<file path="src/source/mips_pkg.sv">
`default_nettype none

package mips_pkg;

    //////////////////////////////////////////////////
    // widths
    //////////////////////////////////////////////////
    localparam int data_width      = 32;
    localparam int imem_addr_width = 6;   // 64 words
    localparam int reg_addr_width  = 5;

    typedef logic [data_width-1:0]     word_t;
    typedef logic [reg_addr_width-1:0] reg_addr_t;

    typedef enum logic [2:0] {
        alu_add,
        alu_sub,
        alu_and,
        alu_or,
        alu_xor,
        alu_slt,
        alu_lui
    } alu_op_t;

    //////////////////////////////////////////////////
    // encodings
    //////////////////////////////////////////////////
    localparam logic [5:0] op_special = 6'h00;
    localparam logic [5:0] op_j       = 6'h02;
    localparam logic [5:0] op_beq     = 6'h04;
    localparam logic [5:0] op_bne     = 6'h05;
    localparam logic [5:0] op_addiu   = 6'h09;
    localparam logic [5:0] op_andi    = 6'h0c;
    localparam logic [5:0] op_ori     = 6'h0d;
    localparam logic [5:0] op_lui     = 6'h0f;

    localparam logic [5:0] fn_break   = 6'h0d;   // test done
    localparam logic [5:0] fn_addu    = 6'h21;
    localparam logic [5:0] fn_subu    = 6'h23;
    localparam logic [5:0] fn_and     = 6'h24;
    localparam logic [5:0] fn_or      = 6'h25;
    localparam logic [5:0] fn_xor     = 6'h26;
    localparam logic [5:0] fn_slt     = 6'h2a;

    localparam logic [1:0] br_none = 2'd0;
    localparam logic [1:0] br_beq  = 2'd1;
    localparam logic [1:0] br_bne  = 2'd2;
    localparam logic [1:0] br_jump = 2'd3;

    //////////////////////////////////////////////////
    // stage payloads
    //////////////////////////////////////////////////
    typedef struct packed {
        word_t                      inst;
        logic [imem_addr_width-1:0] pc;     // word index
    } fetch_payload_t;

    typedef struct packed {
        alu_op_t    alu_op;
        word_t      operand_a;
        word_t      operand_b;
        word_t      compare_b;
        reg_addr_t  dest;
        logic       reg_write;
        logic [1:0] branch_kind;
        word_t      branch_target;
        logic       done;
    } decode_payload_t;

    typedef struct packed {
        reg_addr_t dest;   // zero when nothing to write
        word_t     result;
        logic      done;
    } writeback_payload_t;

endpackage

`default_nettype wire

</file>
<file path="src/source/fetch_unit.sv">
`timescale 1ns/1ps
`default_nettype none

module fetch_unit (
    input  logic                                 clk,
    input  logic                                 rst,
    input  logic                                 run,
    input  logic                                 stall,
    input  logic                                 redirect,
    input  mips_pkg::word_t                      redirect_pc,
    input  logic                                 load_valid,
    output logic                                 load_ready,
    input  logic [mips_pkg::imem_addr_width-1:0] load_addr,
    input  mips_pkg::word_t                      load_data,
    output mips_pkg::word_t                      pc,
    output mips_pkg::word_t                      inst,
    output logic                                 fetch_valid
);
    import mips_pkg::*;

    word_t imem [2**imem_addr_width];

    assign load_ready  = ~run;   // loading only while halted
    assign fetch_valid = run;
    assign inst        = imem[pc[imem_addr_width+1:2]];

    always_ff @(posedge clk)
    begin
        if (load_valid && load_ready)
            imem[load_addr] <= load_data;
    end

    // taken branch beats stall
    always_ff @(posedge clk)
    begin
        if (rst)
            pc <= '0;
        else if (redirect)
            pc <= redirect_pc;
        else if (run && !stall)
            pc <= pc + 32'd4;
    end

endmodule

`default_nettype wire

</file>
<file path="src/source/decoder.sv">
`timescale 1ns/1ps
`default_nettype none

module decoder (
    input  mips_pkg::word_t     inst,
    output mips_pkg::reg_addr_t rs_addr,
    output mips_pkg::reg_addr_t rt_addr,
    output mips_pkg::reg_addr_t dest,
    output logic                reg_write,
    output mips_pkg::alu_op_t   alu_op,
    output logic                use_imm,
    output mips_pkg::word_t     imm,
    output logic [1:0]          branch_kind,
    output mips_pkg::word_t     branch_target,
    input  mips_pkg::word_t     pc,
    output logic                done
);
    import mips_pkg::*;

    logic [5:0] opcode;
    logic [5:0] funct;
    word_t      pc_plus4;
    word_t      sext_imm;
    word_t      zext_imm;

    assign opcode   = inst[31:26];
    assign funct    = inst[5:0];
    assign rs_addr  = inst[25:21];
    assign rt_addr  = inst[20:16];
    assign pc_plus4 = pc + 32'd4;
    assign sext_imm = {{16{inst[15]}}, inst[15:0]};
    assign zext_imm = {16'h0000, inst[15:0]};

    // no delay slot, offsets count from pc+4
    assign branch_target = (opcode == op_j) ? {pc_plus4[31:28], inst[25:0], 2'b00}
                                            : pc_plus4 + {sext_imm[29:0], 2'b00};

    always_comb
    begin
        dest        = inst[20:16];   // i-type default
        reg_write   = 1'b0;
        alu_op      = alu_add;
        use_imm     = 1'b0;
        imm         = sext_imm;
        branch_kind = br_none;
        done        = 1'b0;
        case (opcode)
            op_special:
            begin
                dest      = inst[15:11];
                reg_write = 1'b1;
                case (funct)
                    fn_addu: alu_op = alu_add;
                    fn_subu: alu_op = alu_sub;
                    fn_and:  alu_op = alu_and;
                    fn_or:   alu_op = alu_or;
                    fn_xor:  alu_op = alu_xor;
                    fn_slt:  alu_op = alu_slt;
                    fn_break:
                    begin
                        reg_write = 1'b0;
                        done      = 1'b1;
                    end
                    default: reg_write = 1'b0;
                endcase
            end
            op_addiu:
            begin
                reg_write = 1'b1;
                use_imm   = 1'b1;
            end
            op_andi:
            begin
                reg_write = 1'b1;
                use_imm   = 1'b1;
                imm       = zext_imm;
                alu_op    = alu_and;
            end
            op_ori:
            begin
                reg_write = 1'b1;
                use_imm   = 1'b1;
                imm       = zext_imm;
                alu_op    = alu_or;
            end
            op_lui:
            begin
                reg_write = 1'b1;
                use_imm   = 1'b1;
                imm       = zext_imm;
                alu_op    = alu_lui;
            end
            op_beq:  branch_kind = br_beq;
            op_bne:  branch_kind = br_bne;
            op_j:    branch_kind = br_jump;
            default: ;                 // unknown word, no-op
        endcase
        if (!reg_write)
            dest = '0;
    end

endmodule

`default_nettype wire

</file>
<file path="src/source/register_file.sv">
`timescale 1ns/1ps
`default_nettype none

module register_file (
    input  logic                clk,
    input  logic                rst,
    input  mips_pkg::reg_addr_t rs_addr,
    input  mips_pkg::reg_addr_t rt_addr,
    output mips_pkg::word_t     rs_data,
    output mips_pkg::word_t     rt_data,
    input  logic                write_enable,
    input  mips_pkg::reg_addr_t write_addr,
    input  mips_pkg::word_t     write_data
);
    import mips_pkg::*;

    word_t regs [2**reg_addr_width];

    assign rs_data = regs[rs_addr];
    assign rt_data = regs[rt_addr];

    always_ff @(posedge clk)
    begin
        if (rst)
        begin
            for (int i = 0; i < 2**reg_addr_width; i++)
                regs[i] <= '0;
        end
        else if (write_enable && write_addr != '0)   // $zero stays zero
            regs[write_addr] <= write_data;
    end

endmodule

`default_nettype wire

</file>
<file path="src/source/forwarding_unit.sv">
`timescale 1ns/1ps
`default_nettype none

module forwarding_unit (
    input  mips_pkg::reg_addr_t rs_addr,
    input  mips_pkg::reg_addr_t rt_addr,
    input  mips_pkg::word_t     rs_data,
    input  mips_pkg::word_t     rt_data,
    input  logic                exec_write,
    input  logic                wb_write,
    input  mips_pkg::reg_addr_t exec_dest,
    input  mips_pkg::reg_addr_t wb_dest,
    input  mips_pkg::word_t     exec_result,
    input  mips_pkg::word_t     wb_result,
    output mips_pkg::word_t     rs_value,
    output mips_pkg::word_t     rt_value
);
    import mips_pkg::*;

    // newest producer wins
    function automatic word_t pick(input reg_addr_t addr, input word_t file_value);
        if (addr == '0)
            return file_value;
        if (exec_write && exec_dest == addr)
            return exec_result;
        if (wb_write && wb_dest == addr)
            return wb_result;
        return file_value;
    endfunction

    always_comb
    begin
        rs_value = pick(rs_addr, rs_data);
        rt_value = pick(rt_addr, rt_data);
    end

endmodule

`default_nettype wire

</file>
<file path="src/source/execution.sv">
`timescale 1ns/1ps
`default_nettype none

module execution (
    input  mips_pkg::alu_op_t alu_op,
    input  mips_pkg::word_t   operand_a,
    input  mips_pkg::word_t   operand_b,
    input  mips_pkg::word_t   compare_b,
    input  logic [1:0]        branch_kind,
    input  mips_pkg::word_t   branch_target,
    input  logic              stage_valid,
    output mips_pkg::word_t   result,
    output logic              take_branch,
    output mips_pkg::word_t   target
);
    import mips_pkg::*;

    logic equal;

    always_comb
    begin
        case (alu_op)
            alu_add: result = operand_a + operand_b;
            alu_sub: result = operand_a - operand_b;
            alu_and: result = operand_a & operand_b;
            alu_or:  result = operand_a | operand_b;
            alu_xor: result = operand_a ^ operand_b;
            alu_slt: result = {{(data_width-1){1'b0}}, $signed(operand_a) < $signed(operand_b)};
            alu_lui: result = {operand_b[15:0], 16'h0000};
            default: result = '0;
        endcase
    end

    assign equal = (operand_a == compare_b);   // rs vs rt

    always_comb
    begin
        case (branch_kind)
            br_beq:  take_branch = stage_valid && equal;
            br_bne:  take_branch = stage_valid && !equal;
            br_jump: take_branch = stage_valid;
            default: take_branch = 1'b0;
        endcase
    end

    assign target = branch_target;

endmodule

`default_nettype wire

</file>
<file path="src/source/pipeline_stage.sv">
`timescale 1ns/1ps
`default_nettype none

module pipeline_stage #(
    parameter type payload_t = logic
) (
    input  logic     clk,
    input  logic     rst,
    input  logic     stall,
    input  logic     flush,
    input  logic     in_valid,
    input  payload_t in_payload,
    output logic     out_valid,
    output payload_t out_payload
);

    always_ff @(posedge clk)
    begin
        if (rst || flush)
            out_valid <= 1'b0;   // bubble
        else if (!stall)
            out_valid <= in_valid;
    end

    always_ff @(posedge clk)
    begin
        if (!stall)
            out_payload <= in_payload;
    end

endmodule

`default_nettype wire

</file>
<file path="src/source/pipeline_control.sv">
`timescale 1ns/1ps
`default_nettype none

module pipeline_control (
    input  logic clk,
    input  logic rst,
    input  logic retire_valid,
    input  logic retire_ready,
    input  logic take_branch,
    input  logic wb_done,
    output logic stall,
    output logic flush_young,
    output logic done
);

    // freeze everything once the test is over
    assign stall = (retire_valid && !retire_ready) || done;

    // a stalled branch waits in execute until it can move on
    assign flush_young = take_branch && !stall;

    always_ff @(posedge clk)
    begin
        if (rst)
            done <= 1'b0;
        else if (wb_done)
            done <= 1'b1;   // sticky
    end

endmodule

`default_nettype wire

</file>
<file path="src/source/mips_cpu.sv">
`timescale 1ns/1ps
`default_nettype none

module mips_cpu (
    input  logic                                 clk,
    input  logic                                 rst,
    input  logic                                 run,
    input  logic                                 load_valid,
    output logic                                 load_ready,
    input  logic [mips_pkg::imem_addr_width-1:0] load_addr,
    input  mips_pkg::word_t                      load_data,
    output logic                                 retire_valid,
    input  logic                                 retire_ready,
    output mips_pkg::reg_addr_t                  retire_reg,
    output mips_pkg::word_t                      retire_data,
    output logic                                 done
);
    import mips_pkg::*;

    logic stall, flush_young;

    word_t fetch_pc, fetch_inst;
    logic  fetch_valid;

    fetch_payload_t fd_in, fd_out;
    logic           fd_valid;

    reg_addr_t  dec_rs_addr, dec_rt_addr, dec_dest;
    logic       dec_reg_write, dec_use_imm, dec_done;
    alu_op_t    dec_alu_op;
    logic [1:0] dec_branch_kind;
    word_t      dec_imm, dec_branch_target, dec_pc;

    word_t rf_rs_data, rf_rt_data, fwd_rs_value, fwd_rt_value;

    decode_payload_t de_in, de_out;
    logic            de_valid;

    word_t exec_result, exec_target;
    logic  exec_take_branch, exec_write;

    writeback_payload_t ew_in, ew_out;
    logic               ew_valid, wb_done;

    //////////////////////////////////////////////////
    // fetch
    //////////////////////////////////////////////////
    fetch_unit fetch (
        .clk(clk), .rst(rst), .run(run), .stall(stall),
        .redirect(flush_young), .redirect_pc(exec_target),
        .load_valid(load_valid), .load_ready(load_ready),
        .load_addr(load_addr), .load_data(load_data),
        .pc(fetch_pc), .inst(fetch_inst), .fetch_valid(fetch_valid));

    assign fd_in = '{inst: fetch_inst, pc: fetch_pc[imem_addr_width+1:2]};

    pipeline_stage #(.payload_t(fetch_payload_t)) fetch2dec (
        .clk(clk), .rst(rst), .stall(stall), .flush(flush_young),
        .in_valid(fetch_valid), .in_payload(fd_in),
        .out_valid(fd_valid), .out_payload(fd_out));

    //////////////////////////////////////////////////
    // decode
    //////////////////////////////////////////////////
    assign dec_pc = {{(data_width-imem_addr_width-2){1'b0}}, fd_out.pc, 2'b00};

    decoder decode (
        .inst(fd_out.inst), .rs_addr(dec_rs_addr), .rt_addr(dec_rt_addr),
        .dest(dec_dest), .reg_write(dec_reg_write), .alu_op(dec_alu_op),
        .use_imm(dec_use_imm), .imm(dec_imm), .branch_kind(dec_branch_kind),
        .branch_target(dec_branch_target), .pc(dec_pc), .done(dec_done));

    register_file regfile (
        .clk(clk), .rst(rst),
        .rs_addr(dec_rs_addr), .rt_addr(dec_rt_addr),
        .rs_data(rf_rs_data), .rt_data(rf_rt_data),
        .write_enable(retire_valid && retire_ready),
        .write_addr(ew_out.dest), .write_data(ew_out.result));

    forwarding_unit forward (
        .rs_addr(dec_rs_addr), .rt_addr(dec_rt_addr),
        .rs_data(rf_rs_data), .rt_data(rf_rt_data),
        .exec_write(exec_write), .wb_write(retire_valid),
        .exec_dest(de_out.dest), .wb_dest(ew_out.dest),
        .exec_result(exec_result), .wb_result(ew_out.result),
        .rs_value(fwd_rs_value), .rt_value(fwd_rt_value));

    assign de_in = '{alu_op: dec_alu_op,
                     operand_a: fwd_rs_value,
                     operand_b: dec_use_imm ? dec_imm : fwd_rt_value,
                     compare_b: fwd_rt_value,
                     dest: dec_dest,
                     reg_write: dec_reg_write,
                     branch_kind: dec_branch_kind,
                     branch_target: dec_branch_target,
                     done: dec_done};

    pipeline_stage #(.payload_t(decode_payload_t)) dec2exec (
        .clk(clk), .rst(rst), .stall(stall), .flush(flush_young),
        .in_valid(fd_valid), .in_payload(de_in),
        .out_valid(de_valid), .out_payload(de_out));

    //////////////////////////////////////////////////
    // execute and writeback
    //////////////////////////////////////////////////
    execution exe (
        .alu_op(de_out.alu_op), .operand_a(de_out.operand_a),
        .operand_b(de_out.operand_b), .compare_b(de_out.compare_b),
        .branch_kind(de_out.branch_kind), .branch_target(de_out.branch_target),
        .stage_valid(de_valid), .result(exec_result),
        .take_branch(exec_take_branch), .target(exec_target));

    assign exec_write = de_valid && de_out.reg_write;
    assign ew_in      = '{dest: de_out.dest, result: exec_result, done: de_out.done};

    pipeline_stage #(.payload_t(writeback_payload_t)) exec2wb (
        .clk(clk), .rst(rst), .stall(stall), .flush(1'b0),
        .in_valid(de_valid), .in_payload(ew_in),
        .out_valid(ew_valid), .out_payload(ew_out));

    // anything behind the done instruction never retires
    assign retire_valid = ew_valid && (ew_out.dest != '0) && !done;
    assign retire_reg   = ew_out.dest;
    assign retire_data  = ew_out.result;
    assign wb_done      = ew_valid && ew_out.done;

    pipeline_control control (
        .clk(clk), .rst(rst),
        .retire_valid(retire_valid), .retire_ready(retire_ready),
        .take_branch(exec_take_branch), .wb_done(wb_done),
        .stall(stall), .flush_young(flush_young), .done(done));

endmodule

`default_nettype wire

</file>
<file path="config.mk">
export PLATFORM = sky130hd
export DESIGN_NAME = mips_cpu
export DESIGN_NICKNAME = d
export VERILOG_FILES = /design/src/source/mips_pkg.sv /design/src/source/fetch_unit.sv /design/src/source/decoder.sv /design/src/source/register_file.sv /design/src/source/forwarding_unit.sv /design/src/source/execution.sv /design/src/source/pipeline_stage.sv /design/src/source/pipeline_control.sv /design/src/source/mips_cpu.sv
export SDC_FILE = /design/constraint.sdc
export NUM_CORES = 2
export LEC_CHECK = 0
export ABC_CLOCK_PERIOD_IN_PS = 14430
export BUFFER_PORTS_ARGS = -buffer_cell sky130_fd_sc_hd__buf_2
export CAP_MARGIN = 20
export CORE_ASPECT_RATIO = 0.8
export CORE_UTILIZATION = 45
export DETAILED_ROUTE_END_ITERATION = 10
export PLACE_DENSITY_LB_ADDON = 0.25
export SLEW_MARGIN = 5
export SYNTH_ARGS = -nofsm -noshare
export SYNTH_HDL_FRONTEND = slang
export SYNTH_SLANG_ARGS = --single-unit
</file>
<file path="constraint.sdc">
create_clock -name clk -period 14.43 [get_ports clk]
set_input_delay 0.7215 -clock clk [delete_from_list [all_inputs] [get_ports clk]]
set_output_delay 0.7215 -clock clk [all_outputs]
set_load 0.1 [all_outputs]
</file>
==> results.md <==
- Dpl cells: 11900
- DR vias: 81500
- TritonRoute pass-1 iters: 9
- Skew-Pair Late Insertion Delay: 0.94 ns
- Total GRT Usage: around 27%
- DIE HEIGHT: 513 µm
- Routed wire length: about 450000 µm
- Max Slew Vio Count: 0
- # H-tree levels: 5
- R2R cell count: 6
- Worst-path cell chain: buf_4 > buf_4 > buf_4 > mux4_2 > mux4_2 > mux4_2
- Post-CTS sizing: 0
- PnR worst setup slack: 9.04 ns
- Minimum setup slack after placement: slightly below 9 ns
- First-pass GRT wire length: 621000 µm
- Hold EP: fetch.imem[39][31]
- Syn avg cell area: 18.8 µm²
- Final hold violations: 0
- Initial Util: a little under half
- CP Max Fanout: 65
- DRC: 4
- Antenna-violating nets left: 0
- Die ar.: 0.329 mm²
- Slowest library cell on the worst path: buf_4
- Wire per inst: between 30 and 40 µm
- CP Buf/Inv Count: 3
- CTS root buffer: clkbuf_16
- TritonCTS clock tree: yes
- Crit share post-route: 37.4%
- Max Cap Violations: 0
- Hold Path Stages: 1
- Hold path startpoint: load_data[31]
- Largest net degree at the start of global routing: between 100 and 150
- CTS Buf Count: between 300 and 400
- TritonCTS Sinks: 3272
- GRT Residual Overflow: 0
- Via density: ~6.5
- GP Congestion: 0.906
- Share of cells above drive strength 1: 28.6%
- Status: complete, but fails checks
- 1st-iter DRT viols: 12600
- CP arrival: 6.01 ns
- Setup_tns: 0 ns
- Post-synthesis sequential area ratio: 66.8%
- Commonest non-fill, non-tap cell in the layout: edfxtp_1
- Main synth FF type: edfxtp_1
- Clock Skews: 0.113 ns
- Syn. warnings: 0
- Minimum clock period: around 5.4 ns
- Violated checks: DRC
- I/O Buffers: 82
- CP max stage delay: 0.89 ns
- Layout Cells excl Fill: 12600
- Syn Inst Count: 7830
- Reg-to-Reg End: fetch2dec.out_payload[23]
- Fmax: around 0.19 GHz
- Total core area: 0.325 mm²
- Final-stage net count: 8085
- Vias in the first global route: 79400
- Pleak: 0.0536 µW
- Cts hold-fix bufs: 0
- Req. time, crit path: 15.05 ns
- Crit. End Element: flop
- Setup CP Type: flop to flop
- Worst slew margin relative to its limit: approximately 18%
- I/O pin count: 83
- Post-Syn Area: 0.147 mm²
- Yosys cell types: 93
- Die W: about 640 µm
- Pwr dens: 150 mW/mm²
- R2r startpoint: fetch.pc[3]
- Worst-Margin Slew: 1.22 ns
- Pwr Total: 24700 µW
- Worst vdd ir: 118 µV
- Row cnt: ~190
- Reg clk slew, reported paths: around 0.060 ns
- Final setup vio count: 0
- EDFF count, synth: 3262
- Worst hold path type: primary input to flop
- Ys async rst share: 0%
- RSZ-0062 raised after global routing: no
- Crit path launch type: flop
- Initial antenna violation count: 60
- Synthesis-to-finish area growth: 11.8%
- Max clock buf depth: 4
- Dpl hpwl: 258000 µm
- Flop and latch count out of synthesis: around 3300
- Reg-to-reg slack, setup: between 9 and 10 ns
- WHS: roughly 0.18 ns
- Family with the most delay on the worst path: buffers and inverters
- Post-CTS setup buffers: 0
- Commonest cells after routing, fill and taps aside: 3262 x edfxtp_1, 1312 x mux4_2, 971 x and2_1
==> worst register-to-register path: stages, from the launching register on <==
cell and delay [ns]:
dfxtp_4 0.79, buf_4 0.89, buf_4 0.93, buf_4 0.83
mux4_2 0.42, mux4_2 0.61, mux4_2 0.62
==> power breakdown <==
part	switching, µW	internal (µW)	total (µW)
Combinational	3280	1690	4980
Sequential	296	10800	11100
Clock	3720	4890	8610
==> through the flow <==
step                util [%]  instance area (µm²)
finish                  50.6               164000
detailed placement      47.1               153000
CTS                     50.4               164000
global placement        47.1               153000
global route            50.6               164000
floorplan                  -               147000
==> Yosys cell counts, types with 8 or more instances <==
library cell,number,area (µm²)
a211oi_1,28,210
a21o_1,23,173
a21oi_1,136,681
a221o_1,12,120
a221oi_1,26,228
a31oi_1,14,87.6
and2_1,971,6070
and3_1,13,81.3
buf_1,99,372
buf_2,47,235
buf_4,40,300
clkbuf_1,462,1730
dfxtp_1,10,200
edfxtp_1,3262,98000
ha_1,116,1450
inv_1,135,507
mux2_2,23,259
mux2i_1,94,941
mux4_2,1312,29500
nand2_1,116,435
nand2b_1,12,75.1
nand3_1,37,185
nand3b_1,9,67.6
nand4_1,24,150
nor2_1,264,991
nor2b_1,15,93.8
nor3_1,56,280
nor4_1,16,100
o211ai_1,17,128
o21a_1,8,60.1
o21ai_0,99,495
o21ai_1,17,85.1
o21bai_1,13,97.6
o221ai_1,13,114
o22ai_1,25,156
o31a_1,16,140
o31ai_1,15,113
or2_2,36,225
or3_1,11,68.8
xnor2_1,59,517
xor2_1,20,175
==> how the worst max path moves through the flow <==
stage,cells after the start,start,end
after floorplan,10,exec2wb.out_payload[35],fetch.pc[4]
after global placement,6,fetch.pc[2],fetch2dec.out_payload[10]
after detailed placement,6,fetch.pc[2],fetch2dec.out_payload[10]
after CTS,6,fetch.pc[2],fetch2dec.out_payload[12]
after global routing,6,fetch.pc[2],fetch2dec.out_payload[12]
final,6,fetch.pc[3],fetch2dec.out_payload[23]
==> per-layer routing <==
layer / up-vias / track usage (%) / wire length, µm
li1: 31900 / - / -
met1: 43600 / 41.1 / 184000
met2: 5245 / 38.3 / 193000
met3: 712 / 7.03 / 56700
met4: 18 / 7.36 / 13000
met5: - / 0 / 108
==> flip-flops by register name, indices dropped and copies added, names as in the netlist <==
register	count
fetch.imem	2048
regfile.regs	1024
dec2exec.out_payload	114
exec2wb.out_payload	38
fetch2dec.out_payload	38
fetch.pc	6
control.done	1
dec2exec.out_valid	1
exec2wb.out_valid	1
fetch2dec.out_valid	1
==> cells by family (layout without fill, tap and decap cells) <==
group	Yosys count	count (layout)	share of synthesized area (%)
buf+inv	785	1115	2.15
compound gates	541	541	2.48
mux	1429	1429	20.9
xor+xnor	79	79	0.471
simple gates	1604	1604	6.15
flops	3272	3272	66.8
fa+ha+maj	119	119	1.03
other cells	1	54	0.00255
==> cell type report <==
class / instances / area (µm²)
Antenna cell: 22 / 55.1
Clock buffer: 407 / 8930
Clock inverter: 201 / 1760
Fill cell: 25900 / 160000
Inverter: 136 / 510
Multi-Input combinational cell: 3804 / 46500
Sequential cell: 3272 / 98200
Tap cell: 4347 / 5440
Timing Repair Buffer: 371 / 2970
Power figures use the tool's default switching activity.
